$ cat config.mk
export PLATFORM = sky130hd
export DESIGN_NAME = pokeyControllerTop
export DESIGN_NICKNAME = d
export VERILOG_FILES = /design/src/verilog/pokeyIoPkg.sv /design/src/verilog/pokeyRegPkg.sv /design/src/verilog/pokeyControllerTop.sv /design/src/verilog/irqStatus.sv /design/src/verilog/triggerLatch.sv /design/src/verilog/potScanner.sv /design/src/verilog/keypadScanner.sv
export SDC_FILE = /design/constraint.sdc
export NUM_CORES = 1
export LEC_CHECK = 0
export BUFFER_PORTS_ARGS = -buffer_cell sky130_fd_sc_hd__clkbuf_2
export CAP_MARGIN = 15
export CORE_MARGIN = 2
export CORE_UTILIZATION = 56
export CTS_CLUSTER_DIAMETER = 30
export CTS_CLUSTER_SIZE = 40
export DETAILED_ROUTE_END_ITERATION = 6
export PLACE_DENSITY_LB_ADDON = 0.1
export SYNTH_ARGS = -nofsm -noshare
export SYNTH_HDL_FRONTEND = slang
export SYNTH_SLANG_ARGS = --single-unit
export TNS_END_PERCENT = 1
$ cat constraint.sdc
create_clock -name clk179 -period 3.1 [get_ports clk179]
set_input_delay 0.775 -clock clk179 [delete_from_list [all_inputs] [get_ports clk179]]
set_output_delay 0.775 -clock clk179 [all_outputs]
set_load 0.02 [all_outputs]
$ cat src/verilog/pokeyIoPkg.sv
package pokeyIoPkg;

    // pins coming in from the controller port
    typedef struct packed {
        logic [3:0] keyIn;      // keypad return lines, active low
        logic [3:0] sideButL;   // {top0, bot0, top1, bot1}
        logic [3:0] potIn;      // pot comparator outputs
    } padInT;

    // pins going out to the controller port
    typedef struct packed {
        logic [3:0] keyDriveL;  // column selects, active low
        logic       potRelease; // 1 dumps the pot capacitors
    } padOutT;

    // keypad scan rate
    localparam int KeyScanDiv = 64;                 // cycles per scan position
    localparam int KeyDivW    = $clog2(KeyScanDiv);

    // pot scan rate and range
    localparam int PotTickDiv = 114;                // cycles per slow tick
    localparam int PotTickW   = $clog2(PotTickDiv);
    localparam int PotMax     = 228;                // last count of a scan
    localparam int PotCntW    = 8;

endpackage

$ cat src/verilog/pokeyRegPkg.sv
package pokeyRegPkg;

    // control registers as written by the CPU
    typedef struct packed {
        logic [7:0] skctl;
        logic [7:0] gractl;
        logic [7:0] irqen;
    } ctrlRegsT;

    // values the CPU would read back
    typedef struct packed {
        logic [7:0] irqst;
        logic [7:0] pot0;
        logic [7:0] pot1;
        logic [7:0] pot2;
        logic [7:0] pot3;
        logic [7:0] allpot;
        logic [7:0] kbcode;
        logic [7:0] skstat;
        logic [7:0] trig0;
        logic [7:0] trig1;
    } readBusT;

    localparam int IrqBrk  = 7;         // break key, top buttons
    localparam int IrqKey  = 6;         // keyboard code change
    localparam int IrqTim1 = 0;
    localparam int IrqTim2 = 1;
    localparam int IrqTim4 = 2;

    localparam int SkctlKeyScan    = 1; // keypad scan enable
    localparam int SkctlFastPot    = 2; // pot scan at full rate
    localparam int GractlTrigLatch = 2; // trigger latch enable

    // scan position to KBCODE bits 4:1
    function automatic logic [3:0] kbMapLookup(input logic [3:0] keycode);
        logic [3:0] code;
        case (keycode)
            4'h0: code = 4'b0000;
            4'h1: code = 4'b0011;
            4'h2: code = 4'b0010;
            4'h3: code = 4'b0001;
            4'h4: code = 4'b1100;
            4'h5: code = 4'b1111;
            4'h6: code = 4'b1110;
            4'h7: code = 4'b1101;
            4'h8: code = 4'b1000;
            4'h9: code = 4'b1011;
            4'hA: code = 4'b1010;
            4'hB: code = 4'b1001;
            4'hC: code = 4'b0100;
            4'hD: code = 4'b0111;
            4'hE: code = 4'b0110;
            default: code = 4'b0101;    // position F
        endcase
        return code;
    endfunction

endpackage
$ cat src/verilog/pokeyControllerTop.sv
`timescale 1ns/1ps

module pokeyControllerTop (
    input  logic                  clk179,
    input  logic                  arstN,
    input  pokeyRegPkg::ctrlRegsT regs,
    input  pokeyIoPkg::padInT     padIn,
    input  logic                  potGo,
    input  logic [2:0]            timerEvt,    // {tim4, tim2, tim1}
    output wire pokeyIoPkg::padOutT   padOut,
    output wire pokeyRegPkg::readBusT readBus,
    output logic                  irqL
);

    logic keyEvt;
    logic breakEvt;

    keypadScanner u_keypadScanner (
        .clk179   (clk179),
        .arstN    (arstN),
        .scanEn   (regs.skctl[pokeyRegPkg::SkctlKeyScan]),
        .keyIn    (padIn.keyIn),
        .sideButL (padIn.sideButL),
        .keyDriveL(padOut.keyDriveL),
        .kbcode   (readBus.kbcode),
        .skstat   (readBus.skstat),
        .keyEvt   (keyEvt),
        .breakEvt (breakEvt)
    );

    potScanner u_potScanner (
        .clk179    (clk179),
        .arstN     (arstN),
        .potGo     (potGo),
        .fastMode  (regs.skctl[pokeyRegPkg::SkctlFastPot]),
        .potIn     (padIn.potIn),
        .potRelease(padOut.potRelease),
        .pot0      (readBus.pot0),
        .pot1      (readBus.pot1),
        .pot2      (readBus.pot2),
        .pot3      (readBus.pot3),
        .allpot    (readBus.allpot)
    );

    // bottom buttons are the triggers, {bot1, bot0}
    triggerLatch u_triggerLatch (
        .clk179 (clk179),
        .arstN  (arstN),
        .latchEn(regs.gractl[pokeyRegPkg::GractlTrigLatch]),
        .trigInL({padIn.sideButL[0], padIn.sideButL[2]}),
        .trig0  (readBus.trig0),
        .trig1  (readBus.trig1)
    );

    irqStatus u_irqStatus (
        .clk179  (clk179),
        .arstN   (arstN),
        .irqEn   (regs.irqen),
        .breakEvt(breakEvt),
        .keyEvt  (keyEvt),
        .timerEvt(timerEvt),
        .irqst   (readBus.irqst),
        .irqL    (irqL)
    );

endmodule

$ cat src/verilog/irqStatus.sv
`timescale 1ns/1ps

module irqStatus (
    input  logic       clk179,
    input  logic       arstN,
    input  logic [7:0] irqEn,
    input  logic       breakEvt,
    input  logic       keyEvt,
    input  logic [2:0] timerEvt,
    output logic [7:0] irqst,
    output logic       irqL
);

    localparam int NumSrc = 5;

    // source order {brk, key, tim4, tim2, tim1}
    logic [NumSrc-1:0] srcNow;
    logic [NumSrc-1:0] srcPrev;
    logic [NumSrc-1:0] srcRise;
    logic [NumSrc-1:0] srcEn;
    logic [NumSrc-1:0] stBits;     // 0 = pending
    logic [NumSrc-1:0] stOut;

    assign srcNow  = {breakEvt, keyEvt, timerEvt};
    assign srcEn   = {irqEn[pokeyRegPkg::IrqBrk],
                      irqEn[pokeyRegPkg::IrqKey],
                      irqEn[pokeyRegPkg::IrqTim4],
                      irqEn[pokeyRegPkg::IrqTim2],
                      irqEn[pokeyRegPkg::IrqTim1]};
    assign srcRise = srcNow & ~srcPrev;

    always_ff @(posedge clk179 or negedge arstN) begin
        if (!arstN) begin
            srcPrev <= '0;
            stBits  <= '1;
        end else begin
            srcPrev <= srcNow;
            stBits  <= ~srcEn | (stBits & ~(srcRise & srcEn));
        end
    end

    assign stOut = stBits | ~srcEn;     // masked bits read 1 at once

    always_comb begin
        irqst = 8'hFF;      // serial bits and bit 3 stay high
        irqst[pokeyRegPkg::IrqBrk]  = stOut[4];
        irqst[pokeyRegPkg::IrqKey]  = stOut[3];
        irqst[pokeyRegPkg::IrqTim4] = stOut[2];
        irqst[pokeyRegPkg::IrqTim2] = stOut[1];
        irqst[pokeyRegPkg::IrqTim1] = stOut[0];
    end

    assign irqL = &irqst;

endmodule

$ cat src/verilog/triggerLatch.sv
`timescale 1ns/1ps

module triggerLatch (
    input  logic       clk179,
    input  logic       arstN,
    input  logic       latchEn,
    input  logic [1:0] trigInL,
    output logic [7:0] trig0,
    output logic [7:0] trig1
);

    logic [1:0] pressed;
    logic [1:0] latchQ;     // sticky press per trigger
    logic [1:0] trigOn;

    assign pressed = ~trigInL;

    always_ff @(posedge clk179 or negedge arstN) begin
        if (!arstN) begin
            latchQ <= 2'b00;
        end else if (!latchEn) begin
            latchQ <= 2'b00;            // released by clearing the enable
        end else begin
            latchQ <= latchQ | pressed;
        end
    end

    // transparent unless latching is on
    assign trigOn = latchEn ? latchQ : pressed;

    assign trig0 = {7'b0000000, ~trigOn[0]};
    assign trig1 = {7'b0000000, ~trigOn[1]};

endmodule

$ cat src/verilog/potScanner.sv
`timescale 1ns/1ps

module potScanner (
    input  logic       clk179,
    input  logic       arstN,
    input  logic       potGo,
    input  logic       fastMode,
    input  logic [3:0] potIn,
    output logic       potRelease,
    output logic [7:0] pot0,
    output logic [7:0] pot1,
    output logic [7:0] pot2,
    output logic [7:0] pot3,
    output logic [7:0] allpot
);

    localparam int TickW = pokeyIoPkg::PotTickW;
    localparam int CntW  = pokeyIoPkg::PotCntW;

    logic [TickW-1:0]     tickCnt;
    logic                 tick;
    logic [CntW-1:0]      potCnt;       // shared count for all four lines
    logic                 atMax;
    logic [3:0]           pending;      // allpot bits
    logic [3:0]           latchNow;
    logic [3:0][CntW-1:0] potVal;

    assign tick = !potRelease &&
                  (fastMode || (tickCnt == TickW'(pokeyIoPkg::PotTickDiv - 1)));
    assign atMax = (potCnt == CntW'(pokeyIoPkg::PotMax));

    // at the end every pot still pending takes the last count
    assign latchNow = tick ? (pending & (potIn | {4{atMax}})) : 4'b0000;

    always_ff @(posedge clk179 or negedge arstN) begin
        if (!arstN) begin
            tickCnt <= '0;
        end else if (potGo || tick) begin
            tickCnt <= '0;
        end else if (!potRelease) begin
            tickCnt <= tickCnt + 1'b1;  // slow mode divider
        end
    end

    always_ff @(posedge clk179 or negedge arstN) begin
        if (!arstN) begin
            potCnt     <= '0;
            pending    <= 4'b0000;
            potVal     <= '0;
            potRelease <= 1'b1;     // pots dumped
        end else if (potGo) begin
            potCnt     <= '0;
            pending    <= 4'b1111;
            potVal     <= '0;
            potRelease <= 1'b0;     // let the caps charge
        end else if (tick) begin
            for (int i = 0; i < 4; i++) begin
                if (latchNow[i]) begin
                    potVal[i] <= potCnt;
                end
            end
            pending <= pending & ~latchNow;
            if (atMax) begin
                potRelease <= 1'b1;     // scan over
            end else begin
                potCnt <= potCnt + 1'b1;
            end
        end
    end

    assign pot0   = potVal[0];
    assign pot1   = potVal[1];
    assign pot2   = potVal[2];
    assign pot3   = potVal[3];
    assign allpot = {4'b0000, pending};

endmodule

$ cat src/verilog/keypadScanner.sv
`timescale 1ns/1ps

module keypadScanner (
    input  logic       clk179,
    input  logic       arstN,
    input  logic       scanEn,
    input  logic [3:0] keyIn,
    input  logic [3:0] sideButL,
    output logic [3:0] keyDriveL,
    output logic [7:0] kbcode,
    output logic [7:0] skstat,
    output logic       keyEvt,
    output logic       breakEvt
);

    localparam int DivW = pokeyIoPkg::KeyDivW;

    logic [DivW-1:0] divCnt;
    logic [3:0]      scanPos;
    logic            posEnd;        // last cycle of a position
    logic            retLine;       // selected return line
    logic            hitNow;
    logic            hitSeen;       // press already found this scan
    logic [3:0]      keycodeLatch;
    logic            keyValid;
    logic [7:0]      storedCode;
    logic            top0;
    logic            top1;

    assign top0 = ~sideButL[3];
    assign top1 = ~sideButL[1];

    assign posEnd  = scanEn && (divCnt == DivW'(pokeyIoPkg::KeyScanDiv - 1));
    assign retLine = keyIn[scanPos[1:0]];   // row select
    assign hitNow  = posEnd && !retLine;

    // column c goes low for position bits 3:2 == c
    assign keyDriveL = ~(4'b0001 << scanPos[3:2]);

    always_ff @(posedge clk179 or negedge arstN) begin
        if (!arstN) begin
            divCnt  <= '0;
            scanPos <= '0;
        end else if (scanEn) begin
            if (posEnd) begin
                divCnt  <= '0;
                scanPos <= scanPos + 4'd1;
            end else begin
                divCnt <= divCnt + 1'b1;
            end
        end
    end

    // keycode latch, cleared by a scan with no press
    always_ff @(posedge clk179 or negedge arstN) begin
        if (!arstN) begin
            keycodeLatch <= '0;
            keyValid     <= 1'b0;
            hitSeen      <= 1'b0;
        end else if (posEnd) begin
            if (hitNow) begin
                keycodeLatch <= scanPos;
                keyValid     <= 1'b1;
            end
            if (scanPos == 4'hF) begin
                hitSeen <= 1'b0;    // new scan starts
                if (!hitSeen && !hitNow) begin
                    keycodeLatch <= '0;
                    keyValid     <= 1'b0;
                end
            end else if (hitNow) begin
                hitSeen <= 1'b1;
            end
        end
    end

    always_comb begin
        kbcode = 8'h00;
        if (keyValid) begin
            kbcode[7:6] = top0 ? 2'b00 : 2'b11;
            kbcode[4:1] = pokeyRegPkg::kbMapLookup(keycodeLatch);
        end
    end

    assign skstat   = top0 ? 8'h09 : 8'h01;
    assign breakEvt = top0 | top1;

    // one pulse per new nonzero code
    always_ff @(posedge clk179 or negedge arstN) begin
        if (!arstN) begin
            storedCode <= 8'h00;
            keyEvt     <= 1'b0;
        end else if ((kbcode != 8'h00) && (kbcode != storedCode)) begin
            storedCode <= kbcode;
            keyEvt     <= 1'b1;
        end else begin
            keyEvt <= 1'b0;
        end
    end

endmodule

==> results list <==
* Post-detail-place hpwl: around 5700 µm
- Xor and xnor area share after synthesis: 3.914%
- In the final timing run, aggregate negative setup slack is 0 ns.
- The first global-routing pass estimated 13150 µm of wire.
* Number of buffers added by the clock tree synthesis step: 9
- Port buffering added 81 buffers.
- VDD sags by at most ~0.41 mV.
* Number of vias in the routed layout: 2932
- First element of the critical path: u_potScanner.potCnt[1]
- CTS Root Cell: clkbuf_8
- After detailed placement, the total cell area comes to between 0.004 and 0.005 mm².
- P per Cell Area: about 540 mW/mm²
- Number of max-cap violations: 0
- CTS saw between 80 and 90 sinks.
* Total global-route track usage: 19.95%
- Synthesized-area fraction occupied by ao, oa, aoi and oai cells: 7.858%
- The share of the Yosys chip area taken by registers is 50.79%.
- Data required time at the worst endpoint: 3.32 ns
- In the synthesized netlist, the number of instances is 403.
- In this run the mean area of a mapped cell was 10.55 µm².
- FF+latch count, synth: 86
* Post-synthesis instance area: 0.004252 mm²
- Antenna violation net count after detailed routing: 0
- Post-synthesis async set-or-reset flop share: between 90% and 100%
- Relative to the synthesized area, the layout overhead comes to 13.65%.
- Post-synth EDFFs: 0
* Slew Limit Fails: 0
- After layout, the minimum clock period comes to approximately 2.3 ns.
* Worst setup path class: reg2reg
* Post-detailed-routing wire length: 8039 µm
* Horizontal die dimension: about 91 µm
- Critical register-to-register path endpoint: u_potScanner.pot1[0]
* Worst-skew pair later-pin latency: 0.35 ns
* Setup repair after global routing missed its margin: false
* Hold Fails Final Rpt: 0
- In this run the worst setup path terminates at u_potScanner.pot1[0].
* Antenna fix cells: 0
- Logic depth of the worst setup path including buffers: 7
- After detailed routing, the number of vias per cell comes to 5.090.
* CTS hold repair buffers: 0
- Wirelength per Cell: between 10 and 15 µm
- Worst slew margin relative to its limit: approximately half
- Basic-gate share of the synthesized area counting and, or, nand and nor cells: 15.60%
* Starting density of the core: 58.30%
* Adder-cell share of the synthesized area: between 1.5 and 2%
- The total overflow left after global routing is 0.
* Slowest Stage Delay on Critical Path: between 0.5 and 0.6 ns
- Number of cells on the worst reg-to-reg path: 7
- P_leak: 2.479 nW
* Highest Clock Rate: 434.2 MHz
- Cell-by-cell trace of the critical path: inv_1, ha_1, nand2_1, nor4_4, o2111a_1, mux2i_1, nor2_1
- At the pin with the least slew margin, the transition time is 0.7482 ns.
* Number of placement rows: 31
- FF-to-FF Start: u_potScanner.potCnt[1]
* CP top delay family: compound AO/OA/AOI/OAI gates
* Endpoint arrival time on the critical path: 2.52 ns
- Vertical die dimension: 91.13 µm
- After synthesis, the largest family of logic cells by area is simple AND/OR/NAND/NOR gates.
- CP endpoint kind: flip-flop
- The via count of the first global-routing pass is 2750.
- On the final layout, the worst hold slack is 0.3719 ns.
* Maximum level of the CTS H-tree: 3
- Top_reg_cell synth: dfrtp_1
* Kind of start point of the critical path: flip-flop
- The core region is 0.007292 mm².
- Of the post-synthesis cell area, the part taken by muxes is 10.09%.
- The initial antenna violation count was 0.
* Crit path buf inv count: 1
* Internal reg-to-reg setup slack: 0.80 ns
- Maximum number of pins on one net before global-route repair: 51
- No sink is reached through more buffers than the 2 on the longest clock path.
- Die Outline Area: slightly above 0.008 mm²
* Post-CTS Repair Setup Buffers: 0
* Critical Path Fanout Max: 10
- Critical-path top delay cell: o2111a_1
- Final instance area: 0.004832 mm²
* CTS tree: done
- Number of distinct library cells after synthesis: 54
* Number of nets in the layout: 520
- First-iteration detailed-routing DRC count: 95
- Post-cts sizing count: 0
- For this design the top-level I/O count stands at 128.
- Part of the cycle the worst path needs: roughly three quarters
- The library cells used most frequently in the layout, excluding fill and tap cells, are 80 x clkbuf_2, 80 x dfrtp_1, 61 x nor2_1, 38 x mux2i_1, 30 x conb_1.
- Yosys printed 0 warnings.
* Clk slew on worst S/H paths: 0.09 ns
- Status: completed
- For this run, design rule violations remaining after detail routing come to 0.
* Number of setup violations in the final report: 0
* Layout cells sized above 1: approximately 26%
* Final weighted congestion in routability-driven placement: 0.8175
* Number of optimization iterations in the first detailed-route pass: 4
* Type of the worst min-delay path: in2async
* Clock skew after layout: between 0.008 and 0.009 ns
==> per-stage QoR <==
step | util, % | power, W | setup slack, ns | instances
floorplan | - | 0.001532 | 0.9235 | 431
global placement | 62.58 | 0.001585 | 0.7030 | 560
detailed placement | 62.58 | 0.001598 | 0.6644 | 560
CTS | 66.27 | 0.002633 | 0.7850 | 576
global route | 66.27 | 0.002727 | 0.5581 | 576
finish | 66.27 | 0.002607 | 0.7969 | 576
==> cell usage after synthesis, types with 3 or more instances <==
master    instances  area, µm²
xnor2_1          13      113.9
clkbuf_1         10      37.54
nor4_1            3      18.77
nor4b_1           3      26.28
nand4_1           6      37.54
a21oi_1          11      55.05
inv_1            14      52.55
o2111a_1          3      33.78
dfrtp_1          80       2002
nor3_1            6      30.03
buf_4            34      255.2
ha_1              6      75.07
dfstp_2           6      157.7
buf_2             4      20.02
mux2i_1          38      380.4
nand2_1          18      67.56
nand2b_1          7      43.79
xor2_1            6      52.55
buf_6             3      33.78
a21o_1            6      45.04
nor2_1           61      229.0
o21ai_0          11      55.05
nand3_1           9      45.04
and2_1            5      31.28
==> power by group <==
| part | switching [W] | internal [W] | total, W |
|---|---|---|---|
| Sequential | 0.0000710 | 0.00120 | 0.00127 |
| Clock | 0.000415 | 0.000621 | 0.00104 |
| Combinational | 0.000183 | 0.000121 | 0.000303 |
| Total | 0.000669 | 0.00194 | 0.00261 |
==> cell type report <==
type                    instances  area (µm²)
clock buffers                   9       123.9
clock inverters                 7       145.1
fillers                       610        2460
inverters                      15       56.30
multi-input cells             276        1780
flip-flops and latches         86        2160
well taps                      99       123.9
repair buffers                 84       442.9
==> registers in the layout, indices dropped and copies added (netlist names), 2 cells and up <==
name,flops
u_potScanner.pot0,8
u_potScanner.pot1,8
u_potScanner.pot2,8
u_potScanner.pot3,8
u_potScanner.potCnt,8
u_potScanner.tickCnt,7
u_keypadScanner.divCnt,6
u_irqStatus.srcPrev,5
u_irqStatus.stBits,5
u_keypadScanner.storedCode,5
u_keypadScanner.keycodeLatch,4
u_keypadScanner.scanPos,4
u_potScanner.pending,4
u_triggerLatch.latchQ,2
==> worst min path at each step <==
stage	cells after the start	slack, ns	endpoint
after global routing	0	0.40	u_irqStatus.srcPrev[3]
after CTS	1	0.38	u_potScanner.pending[3]
after global placement	0	0.36	u_irqStatus.srcPrev[3]
after floorplan	0	0.35	u_irqStatus.srcPrev[3]
final	1	0.37	u_potScanner.tickCnt[4]
after detailed placement	0	0.37	u_irqStatus.srcPrev[3]
==> per-layer routing <==
layer	vias up	track usage (%)	wire length, µm
met5	-	0	0
met4	0	8.838	131
met3	11	4.232	365
li1	1436	-	-
met2	66	32.28	3997
met1	1419	25.98	3545
==> logic make-up (layout without fill, tap and decap cells) <==
| group | after synthesis | after routing |
|---|---|---|
| flops | 86 | 86 |
| simple gates | 133 | 133 |
| xor+xnor | 19 | 19 |
| fa+ha+maj | 6 | 6 |
| other cells | 2 | 30 |
| mux | 41 | 41 |
| compound gates | 47 | 47 |
| buf+inv | 69 | 115 |
(Power assumes the default switching activity.)
